--- config.mk ---
export PLATFORM = sky130hd
export DESIGN_NAME = fm_reg_top
export DESIGN_NICKNAME = d
export VERILOG_FILES = /design/src/hw/fm_pkg.sv /design/src/hw/fm_reg_top.sv /design/src/hw/fm_conn_decode.sv /design/src/hw/fm_ch_regs.sv /design/src/hw/fm_op_regs.sv /design/src/hw/fm_slot_seq.sv /design/src/hw/fm_write_port.sv
export VERILOG_INCLUDE_DIRS = /design/src /design/src/hw
export SDC_FILE = /design/constraint.sdc
export NUM_CORES = 1
export LEC_CHECK = 0
export BUFFER_PORTS_ARGS = -buffer_cell sky130_fd_sc_hd__buf_2
export CORE_MARGIN = 2
export CORE_UTILIZATION = 55
export CTS_CLUSTER_SIZE = 10
export DETAILED_ROUTE_END_ITERATION = 12
export GPL_TIMING_DRIVEN = 1
export PLACE_DENSITY = 0.75
export SLEW_MARGIN = 5
export SYNTH_ARGS = -nofsm -noshare
export SYNTH_HDL_FRONTEND = slang
export SYNTH_SLANG_ARGS = --single-unit
--- constraint.sdc ---
create_clock -name clk -period 2.9 [get_ports clk]
set_clock_uncertainty 0.2 [all_clocks]
set_input_delay 0.29 -clock clk [delete_from_list [all_inputs] [get_ports clk]]
set_output_delay 0.29 -clock clk [all_outputs]
set_load 0.01 [all_outputs]
--- src/hw/fm_settings.svh ---
`ifndef FM_SETTINGS_SVH
`define FM_SETTINGS_SVH

// frame layout
`define FM_SLOTS        24
`define FM_CHANNELS     6

// ring record widths, key-on bit not included
`define FM_OP_WIDTH     44
`define FM_CH_WIDTH     27

// write hold time, one full frame
`define FM_BUSY_CYCLES  24

// operator groups, codes must stay consecutive
`define FM_OP_GROUPS    7
`define FM_GRP_DT1_MUL  4'h3
`define FM_GRP_TL       4'h4
`define FM_GRP_KS_AR    4'h5
`define FM_GRP_AMEN_D1R 4'h6
`define FM_GRP_D2R      4'h7
`define FM_GRP_SL_RR    4'h8
`define FM_GRP_SSG      4'h9

// channel groups
`define FM_GRP_CH_A     4'hA
`define FM_GRP_CH_B     4'hB

`define FM_ADDR_KEYON   8'h28

`endif
--- src/hw/fm_pkg.sv ---
package fm_pkg;

    // operator position inside a channel
    // 00 = S1, 01 = S3, 10 = S2, 11 = S4
    typedef logic [1:0] op_idx_t;

    // channel code, 0..2 part 0, 4..6 part 1
    typedef logic [2:0] ch_idx_t;

    // register B0..B2 layout
    typedef struct packed {
        logic [1:0] unused;
        logic [2:0] fb;
        logic [2:0] alg;
    } fb_alg_t;

    // register B4..B6 layout
    typedef struct packed {
        logic [1:0] lr;
        logic [1:0] ams;
        logic       unused;
        logic [2:0] pms;
    } lr_pms_t;

    // one channel data byte, read through the view of its group
    typedef union packed {
        fb_alg_t fbalg;
        lr_pms_t lrpms;
    } ch_byte_u;

endpackage

--- src/hw/fm_reg_top.sv ---
`timescale 1ns/1ps
`include "fm_settings.svh"

module fm_reg_top (
    input  logic            clk,
    input  logic            rst_n,
    input  logic            wr,
    input  logic            part,
    input  logic [7:0]      addr,
    input  logic [7:0]      din,
    output logic            busy,
    output fm_pkg::op_idx_t cur_op,
    output fm_pkg::ch_idx_t cur_ch,
    output logic            zero,
    output logic            s1_enters,
    output logic            s2_enters,
    output logic            s3_enters,
    output logic            s4_enters,
    output logic [6:0]      tl,
    output logic [2:0]      dt1,
    output logic [3:0]      mul,
    output logic [1:0]      ks,
    output logic [4:0]      ar,
    output logic            amen,
    output logic [4:0]      d1r,
    output logic [4:0]      d2r,
    output logic [3:0]      sl,
    output logic [3:0]      rr,
    output logic            ssg_en,
    output logic [2:0]      ssg_eg,
    output logic            keyon,
    output logic [10:0]     fnum,
    output logic [2:0]      block,
    output logic [2:0]      fb,
    output logic [2:0]      alg,
    output logic [1:0]      rl,
    output logic [1:0]      ams,
    output logic [2:0]      pms,
    output logic            carrier,
    output logic            fb_en
);
    import fm_pkg::*;

    logic [`FM_OP_GROUPS-1:0] up_op_grp;
    logic                     up_fnum_lo;
    logic                     up_fnum_hi;
    logic                     up_fb_alg;
    logic                     up_lr_pms;
    logic                     up_keyon;
    op_idx_t                  tgt_op;
    ch_idx_t                  tgt_ch;
    logic [7:0]               wdata;

    fm_write_port u_write_port (
        .clk        (clk),
        .rst_n      (rst_n),
        .wr         (wr),
        .part       (part),
        .addr       (addr),
        .din        (din),
        .busy       (busy),
        .up_op_grp  (up_op_grp),
        .up_fnum_lo (up_fnum_lo),
        .up_fnum_hi (up_fnum_hi),
        .up_fb_alg  (up_fb_alg),
        .up_lr_pms  (up_lr_pms),
        .up_keyon   (up_keyon),
        .tgt_op     (tgt_op),
        .tgt_ch     (tgt_ch),
        .wdata      (wdata)
    );

    fm_slot_seq u_slot_seq (
        .clk       (clk),
        .rst_n     (rst_n),
        .cur_op    (cur_op),
        .cur_ch    (cur_ch),
        .zero      (zero),
        .s1_enters (s1_enters),
        .s2_enters (s2_enters),
        .s3_enters (s3_enters),
        .s4_enters (s4_enters)
    );

    fm_op_regs u_op_regs (
        .clk       (clk),
        .rst_n     (rst_n),
        .cur_op    (cur_op),
        .cur_ch    (cur_ch),
        .up_op_grp (up_op_grp),
        .up_keyon  (up_keyon),
        .tgt_op    (tgt_op),
        .tgt_ch    (tgt_ch),
        .wdata     (wdata),
        .tl        (tl),
        .dt1       (dt1),
        .mul       (mul),
        .ks        (ks),
        .ar        (ar),
        .amen      (amen),
        .d1r       (d1r),
        .d2r       (d2r),
        .sl        (sl),
        .rr        (rr),
        .ssg_en    (ssg_en),
        .ssg_eg    (ssg_eg),
        .keyon     (keyon)
    );

    fm_ch_regs u_ch_regs (
        .clk        (clk),
        .rst_n      (rst_n),
        .cur_op     (cur_op),
        .cur_ch     (cur_ch),
        .up_fnum_lo (up_fnum_lo),
        .up_fnum_hi (up_fnum_hi),
        .up_fb_alg  (up_fb_alg),
        .up_lr_pms  (up_lr_pms),
        .tgt_ch     (tgt_ch),
        .wdata      (wdata),
        .fnum       (fnum),
        .block      (block),
        .fb         (fb),
        .alg        (alg),
        .rl         (rl),
        .ams        (ams),
        .pms        (pms)
    );

    fm_conn_decode u_conn (
        .alg       (alg),
        .s1_enters (s1_enters),
        .s2_enters (s2_enters),
        .s3_enters (s3_enters),
        .s4_enters (s4_enters),
        .fb        (fb),
        .carrier   (carrier),
        .fb_en     (fb_en)
    );

endmodule

--- src/hw/fm_conn_decode.sv ---
`timescale 1ns/1ps

module fm_conn_decode (
    input  logic [2:0] alg,
    input  logic       s1_enters,
    input  logic       s2_enters,
    input  logic       s3_enters,
    input  logic       s4_enters,
    input  logic [2:0] fb,
    output logic       carrier,
    output logic       fb_en
);

    // which operators reach the output for each algorithm
    always_comb begin
        case (alg)
            3'd0, 3'd1, 3'd2, 3'd3: begin
                carrier = s4_enters;
            end
            3'd4: begin
                carrier = s2_enters || s4_enters;
            end
            3'd5, 3'd6: begin
                carrier = s2_enters || s3_enters || s4_enters;
            end
            default: begin
                // all four in parallel
                carrier = s1_enters || s2_enters || s3_enters || s4_enters;
            end
        endcase
    end

    // only S1 feeds back on itself
    assign fb_en = s1_enters && fb != 3'd0;

endmodule

--- src/hw/fm_ch_regs.sv ---
`timescale 1ns/1ps
`include "fm_settings.svh"

module fm_ch_regs (
    input  logic            clk,
    input  logic            rst_n,
    input  fm_pkg::op_idx_t cur_op,
    input  fm_pkg::ch_idx_t cur_ch,
    input  logic            up_fnum_lo,
    input  logic            up_fnum_hi,
    input  logic            up_fb_alg,
    input  logic            up_lr_pms,
    input  fm_pkg::ch_idx_t tgt_ch,
    input  logic [7:0]      wdata,
    output logic [10:0]     fnum,
    output logic [2:0]      block,
    output logic [2:0]      fb,
    output logic [2:0]      alg,
    output logic [1:0]      rl,
    output logic [1:0]      ams,
    output logic [2:0]      pms
);
    import fm_pkg::*;

    // stereo defaults to both sides on
    localparam logic [`FM_CH_WIDTH-1:0] RST_REC = {{(`FM_CH_WIDTH - 7){1'b0}}, 2'b11, 5'b0};

    logic [`FM_CH_WIDTH-1:0] ring [`FM_CHANNELS];
    logic [`FM_CH_WIDTH-1:0] head;
    logic [`FM_CH_WIDTH-1:0] rec_in;
    logic [5:0]              fnum_hi_latch;
    logic                    hit;
    ch_byte_u                wbyte;

    assign head  = ring[0];
    assign {block, fnum, fb, alg, rl, ams, pms} = head;
    assign wbyte = wdata;
    assign hit   = cur_op == 2'b00 && cur_ch == tgt_ch;

    // block and fnum high wait here for the low byte
    always_ff @(posedge clk) begin
        if (!rst_n) begin
            fnum_hi_latch <= '0;
        end else if (up_fnum_hi) begin
            fnum_hi_latch <= wdata[5:0];
        end
    end

    always_comb begin
        rec_in = head;
        if (hit && up_fnum_lo) begin
            rec_in[26:13] = {fnum_hi_latch, wdata};
        end
        if (hit && up_fb_alg) begin
            rec_in[12:10] = wbyte.fbalg.fb;
            rec_in[9:7]   = wbyte.fbalg.alg;
        end
        if (hit && up_lr_pms) begin
            rec_in[6:5] = wbyte.lrpms.lr;
            rec_in[4:3] = wbyte.lrpms.ams;
            rec_in[2:0] = wbyte.lrpms.pms;
        end
    end

    // one step per slot, six steps bring a channel back around
    always_ff @(posedge clk) begin
        if (!rst_n) begin
            for (int i = 0; i < `FM_CHANNELS; i++) begin
                ring[i] <= RST_REC;
            end
        end else begin
            for (int i = 0; i < `FM_CHANNELS - 1; i++) begin
                ring[i] <= ring[i+1];
            end
            ring[`FM_CHANNELS-1] <= rec_in;
        end
    end

endmodule

--- src/hw/fm_op_regs.sv ---
`timescale 1ns/1ps
`include "fm_settings.svh"

module fm_op_regs (
    input  logic                      clk,
    input  logic                      rst_n,
    input  fm_pkg::op_idx_t           cur_op,
    input  fm_pkg::ch_idx_t           cur_ch,
    input  logic [`FM_OP_GROUPS-1:0]  up_op_grp,
    input  logic                      up_keyon,
    input  fm_pkg::op_idx_t           tgt_op,
    input  fm_pkg::ch_idx_t           tgt_ch,
    input  logic [7:0]                wdata,
    output logic [6:0]                tl,
    output logic [2:0]                dt1,
    output logic [3:0]                mul,
    output logic [1:0]                ks,
    output logic [4:0]                ar,
    output logic                      amen,
    output logic [4:0]                d1r,
    output logic [4:0]                d2r,
    output logic [3:0]                sl,
    output logic [3:0]                rr,
    output logic                      ssg_en,
    output logic [2:0]                ssg_eg,
    output logic                      keyon
);
    // bit 44 is the key-on flag, the rest the parameter record
    logic [`FM_OP_WIDTH:0]   ring [`FM_SLOTS];
    logic [`FM_OP_WIDTH:0]   head;
    logic [`FM_OP_WIDTH-1:0] rec_in;
    logic                    key_in;
    logic                    op_hit;
    logic                    ch_hit;
    logic                    mask_bit;

    assign head = ring[0];
    assign {keyon, tl, dt1, mul, ks, ar, amen, d1r, d2r, sl, rr, ssg_en, ssg_eg} = head;

    assign ch_hit = cur_ch == tgt_ch;
    assign op_hit = ch_hit && cur_op == tgt_op;

    // mask order in the data byte is S1 S2 S3 S4
    always_comb begin
        case (cur_op)
            2'b00:   mask_bit = wdata[4];
            2'b10:   mask_bit = wdata[5];
            2'b01:   mask_bit = wdata[6];
            default: mask_bit = wdata[7];
        endcase
    end

    always_comb begin
        rec_in = head[`FM_OP_WIDTH-1:0];
        if (op_hit) begin
            if (up_op_grp[0]) begin
                rec_in[33:30] = wdata[3:0];
                rec_in[36:34] = wdata[6:4];
            end
            if (up_op_grp[1]) rec_in[43:37] = wdata[6:0];
            if (up_op_grp[2]) begin
                rec_in[29:28] = wdata[7:6];
                rec_in[27:23] = wdata[4:0];
            end
            if (up_op_grp[3]) begin
                rec_in[22]    = wdata[7];
                rec_in[21:17] = wdata[4:0];
            end
            if (up_op_grp[4]) rec_in[16:12] = wdata[4:0];
            if (up_op_grp[5]) begin
                rec_in[11:8] = wdata[7:4];
                rec_in[7:4]  = wdata[3:0];
            end
            if (up_op_grp[6]) rec_in[3:0] = wdata[3:0];
        end
        key_in = (up_keyon && ch_hit) ? mask_bit : head[`FM_OP_WIDTH];
    end

    // head leaves, tail takes the possibly rewritten record
    always_ff @(posedge clk) begin
        if (!rst_n) begin
            for (int i = 0; i < `FM_SLOTS; i++) begin
                ring[i] <= '0;
            end
        end else begin
            for (int i = 0; i < `FM_SLOTS - 1; i++) begin
                ring[i] <= ring[i+1];
            end
            ring[`FM_SLOTS-1] <= {key_in, rec_in};
        end
    end

endmodule

--- src/hw/fm_slot_seq.sv ---
`timescale 1ns/1ps

module fm_slot_seq (
    input  logic            clk,
    input  logic            rst_n,
    output fm_pkg::op_idx_t cur_op,
    output fm_pkg::ch_idx_t cur_ch,
    output logic            zero,
    output logic            s1_enters,
    output logic            s2_enters,
    output logic            s3_enters,
    output logic            s4_enters
);
    import fm_pkg::*;

    op_idx_t next_op;
    ch_idx_t next_ch;

    // channel order 0 1 2 4 5 6, operator moves on after ch 6
    always_comb begin
        next_op = (cur_ch == 3'd6) ? cur_op + 2'd1 : cur_op;
        if (cur_ch == 3'd2) begin
            next_ch = 3'd4;
        end else if (cur_ch == 3'd6) begin
            next_ch = 3'd0;
        end else begin
            next_ch = cur_ch + 3'd1;
        end
    end

    always_ff @(posedge clk) begin
        if (!rst_n) begin
            cur_op <= '0;
            cur_ch <= '0;
            zero   <= 1'b1;
        end else begin
            cur_op <= next_op;
            cur_ch <= next_ch;
            zero   <= next_op == 2'd0 && next_ch == 3'd0;
        end
    end

    // note S2 and S3 are swapped in the op code
    assign s1_enters = cur_op == 2'b00;
    assign s3_enters = cur_op == 2'b01;
    assign s2_enters = cur_op == 2'b10;
    assign s4_enters = cur_op == 2'b11;

endmodule

--- src/hw/fm_write_port.sv ---
`timescale 1ns/1ps
`include "fm_settings.svh"

module fm_write_port (
    input  logic                      clk,
    input  logic                      rst_n,
    input  logic                      wr,
    input  logic                      part,
    input  logic [7:0]                addr,
    input  logic [7:0]                din,
    output logic                      busy,
    output logic [`FM_OP_GROUPS-1:0]  up_op_grp,
    output logic                      up_fnum_lo,
    output logic                      up_fnum_hi,
    output logic                      up_fb_alg,
    output logic                      up_lr_pms,
    output logic                      up_keyon,
    output fm_pkg::op_idx_t           tgt_op,
    output fm_pkg::ch_idx_t           tgt_ch,
    output logic [7:0]                wdata
);
    import fm_pkg::*;

    localparam int CNT_W = $clog2(`FM_BUSY_CYCLES + 1);

    logic [CNT_W-1:0]         cnt;
    logic                     accept;
    logic                     ch_ok;
    logic [3:0]               grp;
    logic [`FM_OP_GROUPS-1:0] d_op_grp;
    logic                     d_fnum_lo;
    logic                     d_fnum_hi;
    logic                     d_fb_alg;
    logic                     d_lr_pms;
    logic                     d_keyon;
    op_idx_t                  d_op;
    ch_idx_t                  d_ch;

    assign accept = wr && !busy;
    assign busy   = cnt != '0;
    assign grp    = addr[7:4];
    // low bits 11 select no channel
    assign ch_ok  = addr[1:0] != 2'b11;

    always_comb begin
        d_op_grp  = '0;
        d_fnum_lo = 1'b0;
        d_fnum_hi = 1'b0;
        d_fb_alg  = 1'b0;
        d_lr_pms  = 1'b0;
        d_keyon   = 1'b0;
        d_op      = op_idx_t'(addr[3:2]);
        d_ch      = ch_idx_t'({part, addr[1:0]});
        if (grp >= `FM_GRP_DT1_MUL && grp <= `FM_GRP_SSG && ch_ok) begin
            d_op_grp[3'(grp - `FM_GRP_DT1_MUL)] = 1'b1;
        end
        if (grp == `FM_GRP_CH_A && !addr[3] && ch_ok) begin
            d_fnum_lo = !addr[2];
            d_fnum_hi = addr[2];
        end
        if (grp == `FM_GRP_CH_B && !addr[3] && ch_ok) begin
            d_fb_alg = !addr[2];
            d_lr_pms = addr[2];
        end
        // key-on takes its channel from the data byte
        if (!part && addr == `FM_ADDR_KEYON) begin
            d_keyon = 1'b1;
            d_ch    = ch_idx_t'(din[2:0]);
        end
    end

    // strobes live exactly as long as busy
    always_ff @(posedge clk) begin
        if (!rst_n) begin
            cnt        <= '0;
            up_op_grp  <= '0;
            up_fnum_lo <= 1'b0;
            up_fnum_hi <= 1'b0;
            up_fb_alg  <= 1'b0;
            up_lr_pms  <= 1'b0;
            up_keyon   <= 1'b0;
        end else if (accept) begin
            cnt        <= CNT_W'(`FM_BUSY_CYCLES);
            up_op_grp  <= d_op_grp;
            up_fnum_lo <= d_fnum_lo;
            up_fnum_hi <= d_fnum_hi;
            up_fb_alg  <= d_fb_alg;
            up_lr_pms  <= d_lr_pms;
            up_keyon   <= d_keyon;
        end else if (busy) begin
            cnt <= cnt - 1'b1;
            if (cnt == CNT_W'(1)) begin
                up_op_grp  <= '0;
                up_fnum_lo <= 1'b0;
                up_fnum_hi <= 1'b0;
                up_fb_alg  <= 1'b0;
                up_lr_pms  <= 1'b0;
                up_keyon   <= 1'b0;
            end
        end
    end

    always_ff @(posedge clk) begin
        if (accept) begin
            tgt_op <= d_op;
            tgt_ch <= d_ch;
            wdata  <= din;
        end
    end

endmodule

==> reports/results.ini <==
[timing]
relSlewSlack = 0.564
period_minus_slack_ns = 2.74
setup_viol = 0
setup_tns_ns = 0
post-route-period-util = 0.943
fmax_mhz = 366
worstMarginPinSlew_ns = 0.649
hold_viol_final = 0
slew_viol_final = 0

[clocking]
root_buffer = clkbuf_16
clk_latency_ns = 0.71
clkSlewWorstSetupHoldPaths_ns = 0.06
cts_tree = done
numCtsBuffers = 147
cts_buffer_depth = 3
postCtsSetupBuffers = 0
cts.sinks = 1284
htree_levels = 4

[global_route]
grt_max_degree = 198
grt_pass1_wl_mm = 90.5
grt_pass1_vias = 18308
grt_overflow = 0
track_usage = 0.167
antenna_found_initial = 2

[placed_design]
gp_congestion = 0.872
numPlacedInstances = 3731
portBuffers = 104
dp_hpwl_mm = 32.6

[detailed_routing]
vias = 18107
routed_wl_mm = 56.3
ant_nets = 0
dr.pass1.iters = 5
drtIter0Drc = 955
drcViolationCount = 0
viasPerCell = 4.61
wl_per_cell_um = 14.3

[pwr]
switchingPower_w = 0.00708
clockPowerShare = 0.455
internal_power_w = 0.0273
power_density_nw_per_um2 = 828
worst_ir_drop_vdd_mv = 0.539
pwr-share-comb = 0.023
leakage_nw = 17.3
seqPwrFrac = 0.521
switching_share = 0.206

[yosys]
syn_avg_cell_area_um2 = 12.3
synth_ff_type = dfxtp_1
synth_area_leaders = dfxtp_1 70%, and2_1 20%, mux2i_1 2.2%
synth_cells = 2961
synth-edff-count = 13
ys_ff_latch = 1284
yosysTopAreaCell = dfxtp_1
synth_fp_nets = 2991
syn_area_um2 = 36500
post_synth_num_cell_types = 52
yosys_warnings = 0
synth_top_area_frac = 0.697
synthArstFlopShare = 0
seq_area_frac_synth = 0.708

[critical_path]
r2r_start = u_write_port.cnt[0]
end_kind = register
rr_worst_depth = 7
ff2ff_setup_slack_ns = 0.16
cp_max_fo = 9
cp.arrival_ns = 3.13
required_ns = 3.29
critPathKind = register to register
worst_setup_path_start_kind = register
rr_endpoint = u_write_port.up_lr_pms

[cells_and_area]
layout-drive-gt1-share = 0.101
area_growth_pct = 13.8
regArea_um2 = 25800
finalNonFillerCells = 3927
nFillCells = 4770
multi_input_area_um2 = 9550
diodes = 0
fin_nets = 3071

[floorplanning]
die_area_um2 = 68500
die_x_um = 262
die_y_um = 262
core_area_um2 = 65700
initial_core_util = 0.555
num_io_pins = 105
num_rows = 94

[run]
maxCapViolations = 0

[hold_path]
hold_start = din[6]
min_to = u_write_port.wdata[6]
hold_path.class = input port to register
hold_path_depth = 2

[run_status]
run_status = finished, final reports clean

## critical path, cell delays in order (launching register included)
cell and delay [ns]:
dfxtp_1 0.37, inv_1 0.08, ha_1 0.25, mux2i_1 0.14, or4_1 0.52, and2_1 0.32, o2bb2ai_1 0.17, dlygate4sd3_1 0.58
## registers in the layout (all words and copies together) (netlist names), 2 cells and up
name                     flops
u_write_port.wdata           8
u_write_port.tgt_ch          3
u_ch_regs.ring             162
u_ch_regs.fnum_hi_latch      6
u_slot_seq.cur_ch            3
u_slot_seq.cur_op            2
u_op_regs.ring            1080
u_write_port.up_op_grp       7
u_write_port.tgt_op          2
u_write_port.cnt             5
## stage by stage
| step | utilization | worst slack [ns] | cell area [µm²] | hold WS, ns | power (W) |
|---|---|---|---|---|---|
| after global placement | 0.567 | 0.817 | 37300 | 0.192 | 0.0190 |
| after floorplan | - | 0.603 | 36500 | 0.186 | 0.0188 |
| after global routing | 0.632 | -0.00380 | 41600 | 0.0838 | 0.0356 |
| after detailed placement | 0.567 | 0.700 | 37300 | 0.192 | 0.0191 |
| after CTS | 0.632 | 0.0550 | 41500 | 0.0394 | 0.0348 |
| final | 0.632 | 0.165 | 41600 | 0.0891 | 0.0344 |
## final cells by class
| type | count | share of cell area |
|---|---|---|
| sequential | 1284 | 0.622 |
| multi-input combinational | 1452 | 0.230 |
| clock buffer | 155 | 0.0905 |
| tap | 864 | 0.0260 |
| timing repair buffer | 145 | 0.0244 |
| clock inverter | 16 | 0.00641 |
| inverter | 11 | 0.000994 |
## power by group through the flow
stage	sequential [W]	clock [W]	combinational, W
final	0.0179	0.0157	0.000798
after global routing	0.0179	0.0168	0.000876
after CTS	0.0179	0.0160	0.000791
after detailed placement	0.0183	0	0.000763
after global placement	0.0183	0	0.000721
after floorplan	0.0182	0	0.000566
## layer usage
metal	track usage	share of wire	vias up
li1	-	-	9119
met1	0.214	0.47	8608
met2	0.265	0.46	276
met3	0.0438	0.046	104
met4	0.0800	0.029	0
met5	0	0	-
## worst max path at each step
stage          depth (start not counted)                        end            startpoint  slack [ns]
2_1_floorplan                          7      u_write_port.up_keyon   u_write_port.cnt[0]        0.60
3_3_place_gp                           6  u_write_port.up_op_grp[1]   u_write_port.cnt[0]        0.82
3_5_place_dp                           6  u_write_port.up_op_grp[4]   u_write_port.cnt[0]        0.70
4_1_cts                                6                    carrier  u_slot_seq.cur_op[0]        0.05
5_1_grt                                6                    carrier  u_slot_seq.cur_op[0]      -0.004
6_report                               7     u_write_port.up_lr_pms   u_write_port.cnt[0]        0.16
## placed cells by master, fill, tap and decap left out, types with 4 or more instances in the layout
master	synthesis	final
inv_6	0	5
nor2b_1	37	37
buf_12	1	9
inv_1	10	10
dlygate4sd3_1	0	25
dfxtp_1	1271	1269
a21o_1	4	4
and2_1	1168	1168
a22o_1	4	4
buf_4	69	7
clkbuf_1	142	5
nand2b_1	15	15
nand3_1	9	9
mux2i_1	79	79
nand2_1	63	63
edfxtp_1	13	13
nor2_8	6	6
nor3_1	4	4
clkbuf_16	0	149
buf_2	1	103
o21ai_0	5	5
ha_1	10	10
## kinds of logic after synthesis
family | after synthesis | share of synthesized area
AO/OA/AOI/OAI | 35 | 0.00829
XOR/XNOR | 8 | 0.00254
adder cells (fa/ha/maj) | 10 | 0.00343
buffers and inverters | 225 | 0.0309
flip-flops | 1284 | 0.708
multiplexers | 79 | 0.0217
AND/OR/NAND/NOR | 1320 | 0.226
## synthesized netlist by cell type (all sizes together) (2+ instances only)
library cell,count
a21boi,2
a21o,4
a22o,4
a31oi,2
a32o,3
and2,1169
buf,72
clkbuf,142
dfxtp,1271
edfxtp,13
ha,10
inv,11
mux2i,79
nand2,63
nand2b,15
nand3,9
nor2,10
nor2b,37
nor3,4
nor4,3
o21a,2
o21ai,5
o2bb2ai,3
or3,2
xnor2,3
xor2,5
## what timing repair did
| action | in CTS | in global routing |
|---|---|---|
| endpoints found under the setup margin | 0 | 1 |
| hold buffers | 25 | 0 |
| gates resized for setup | 0 | 2 |
| hold endpoints to repair | 90 | 0 |
Power figures use the tool's default switching activity.
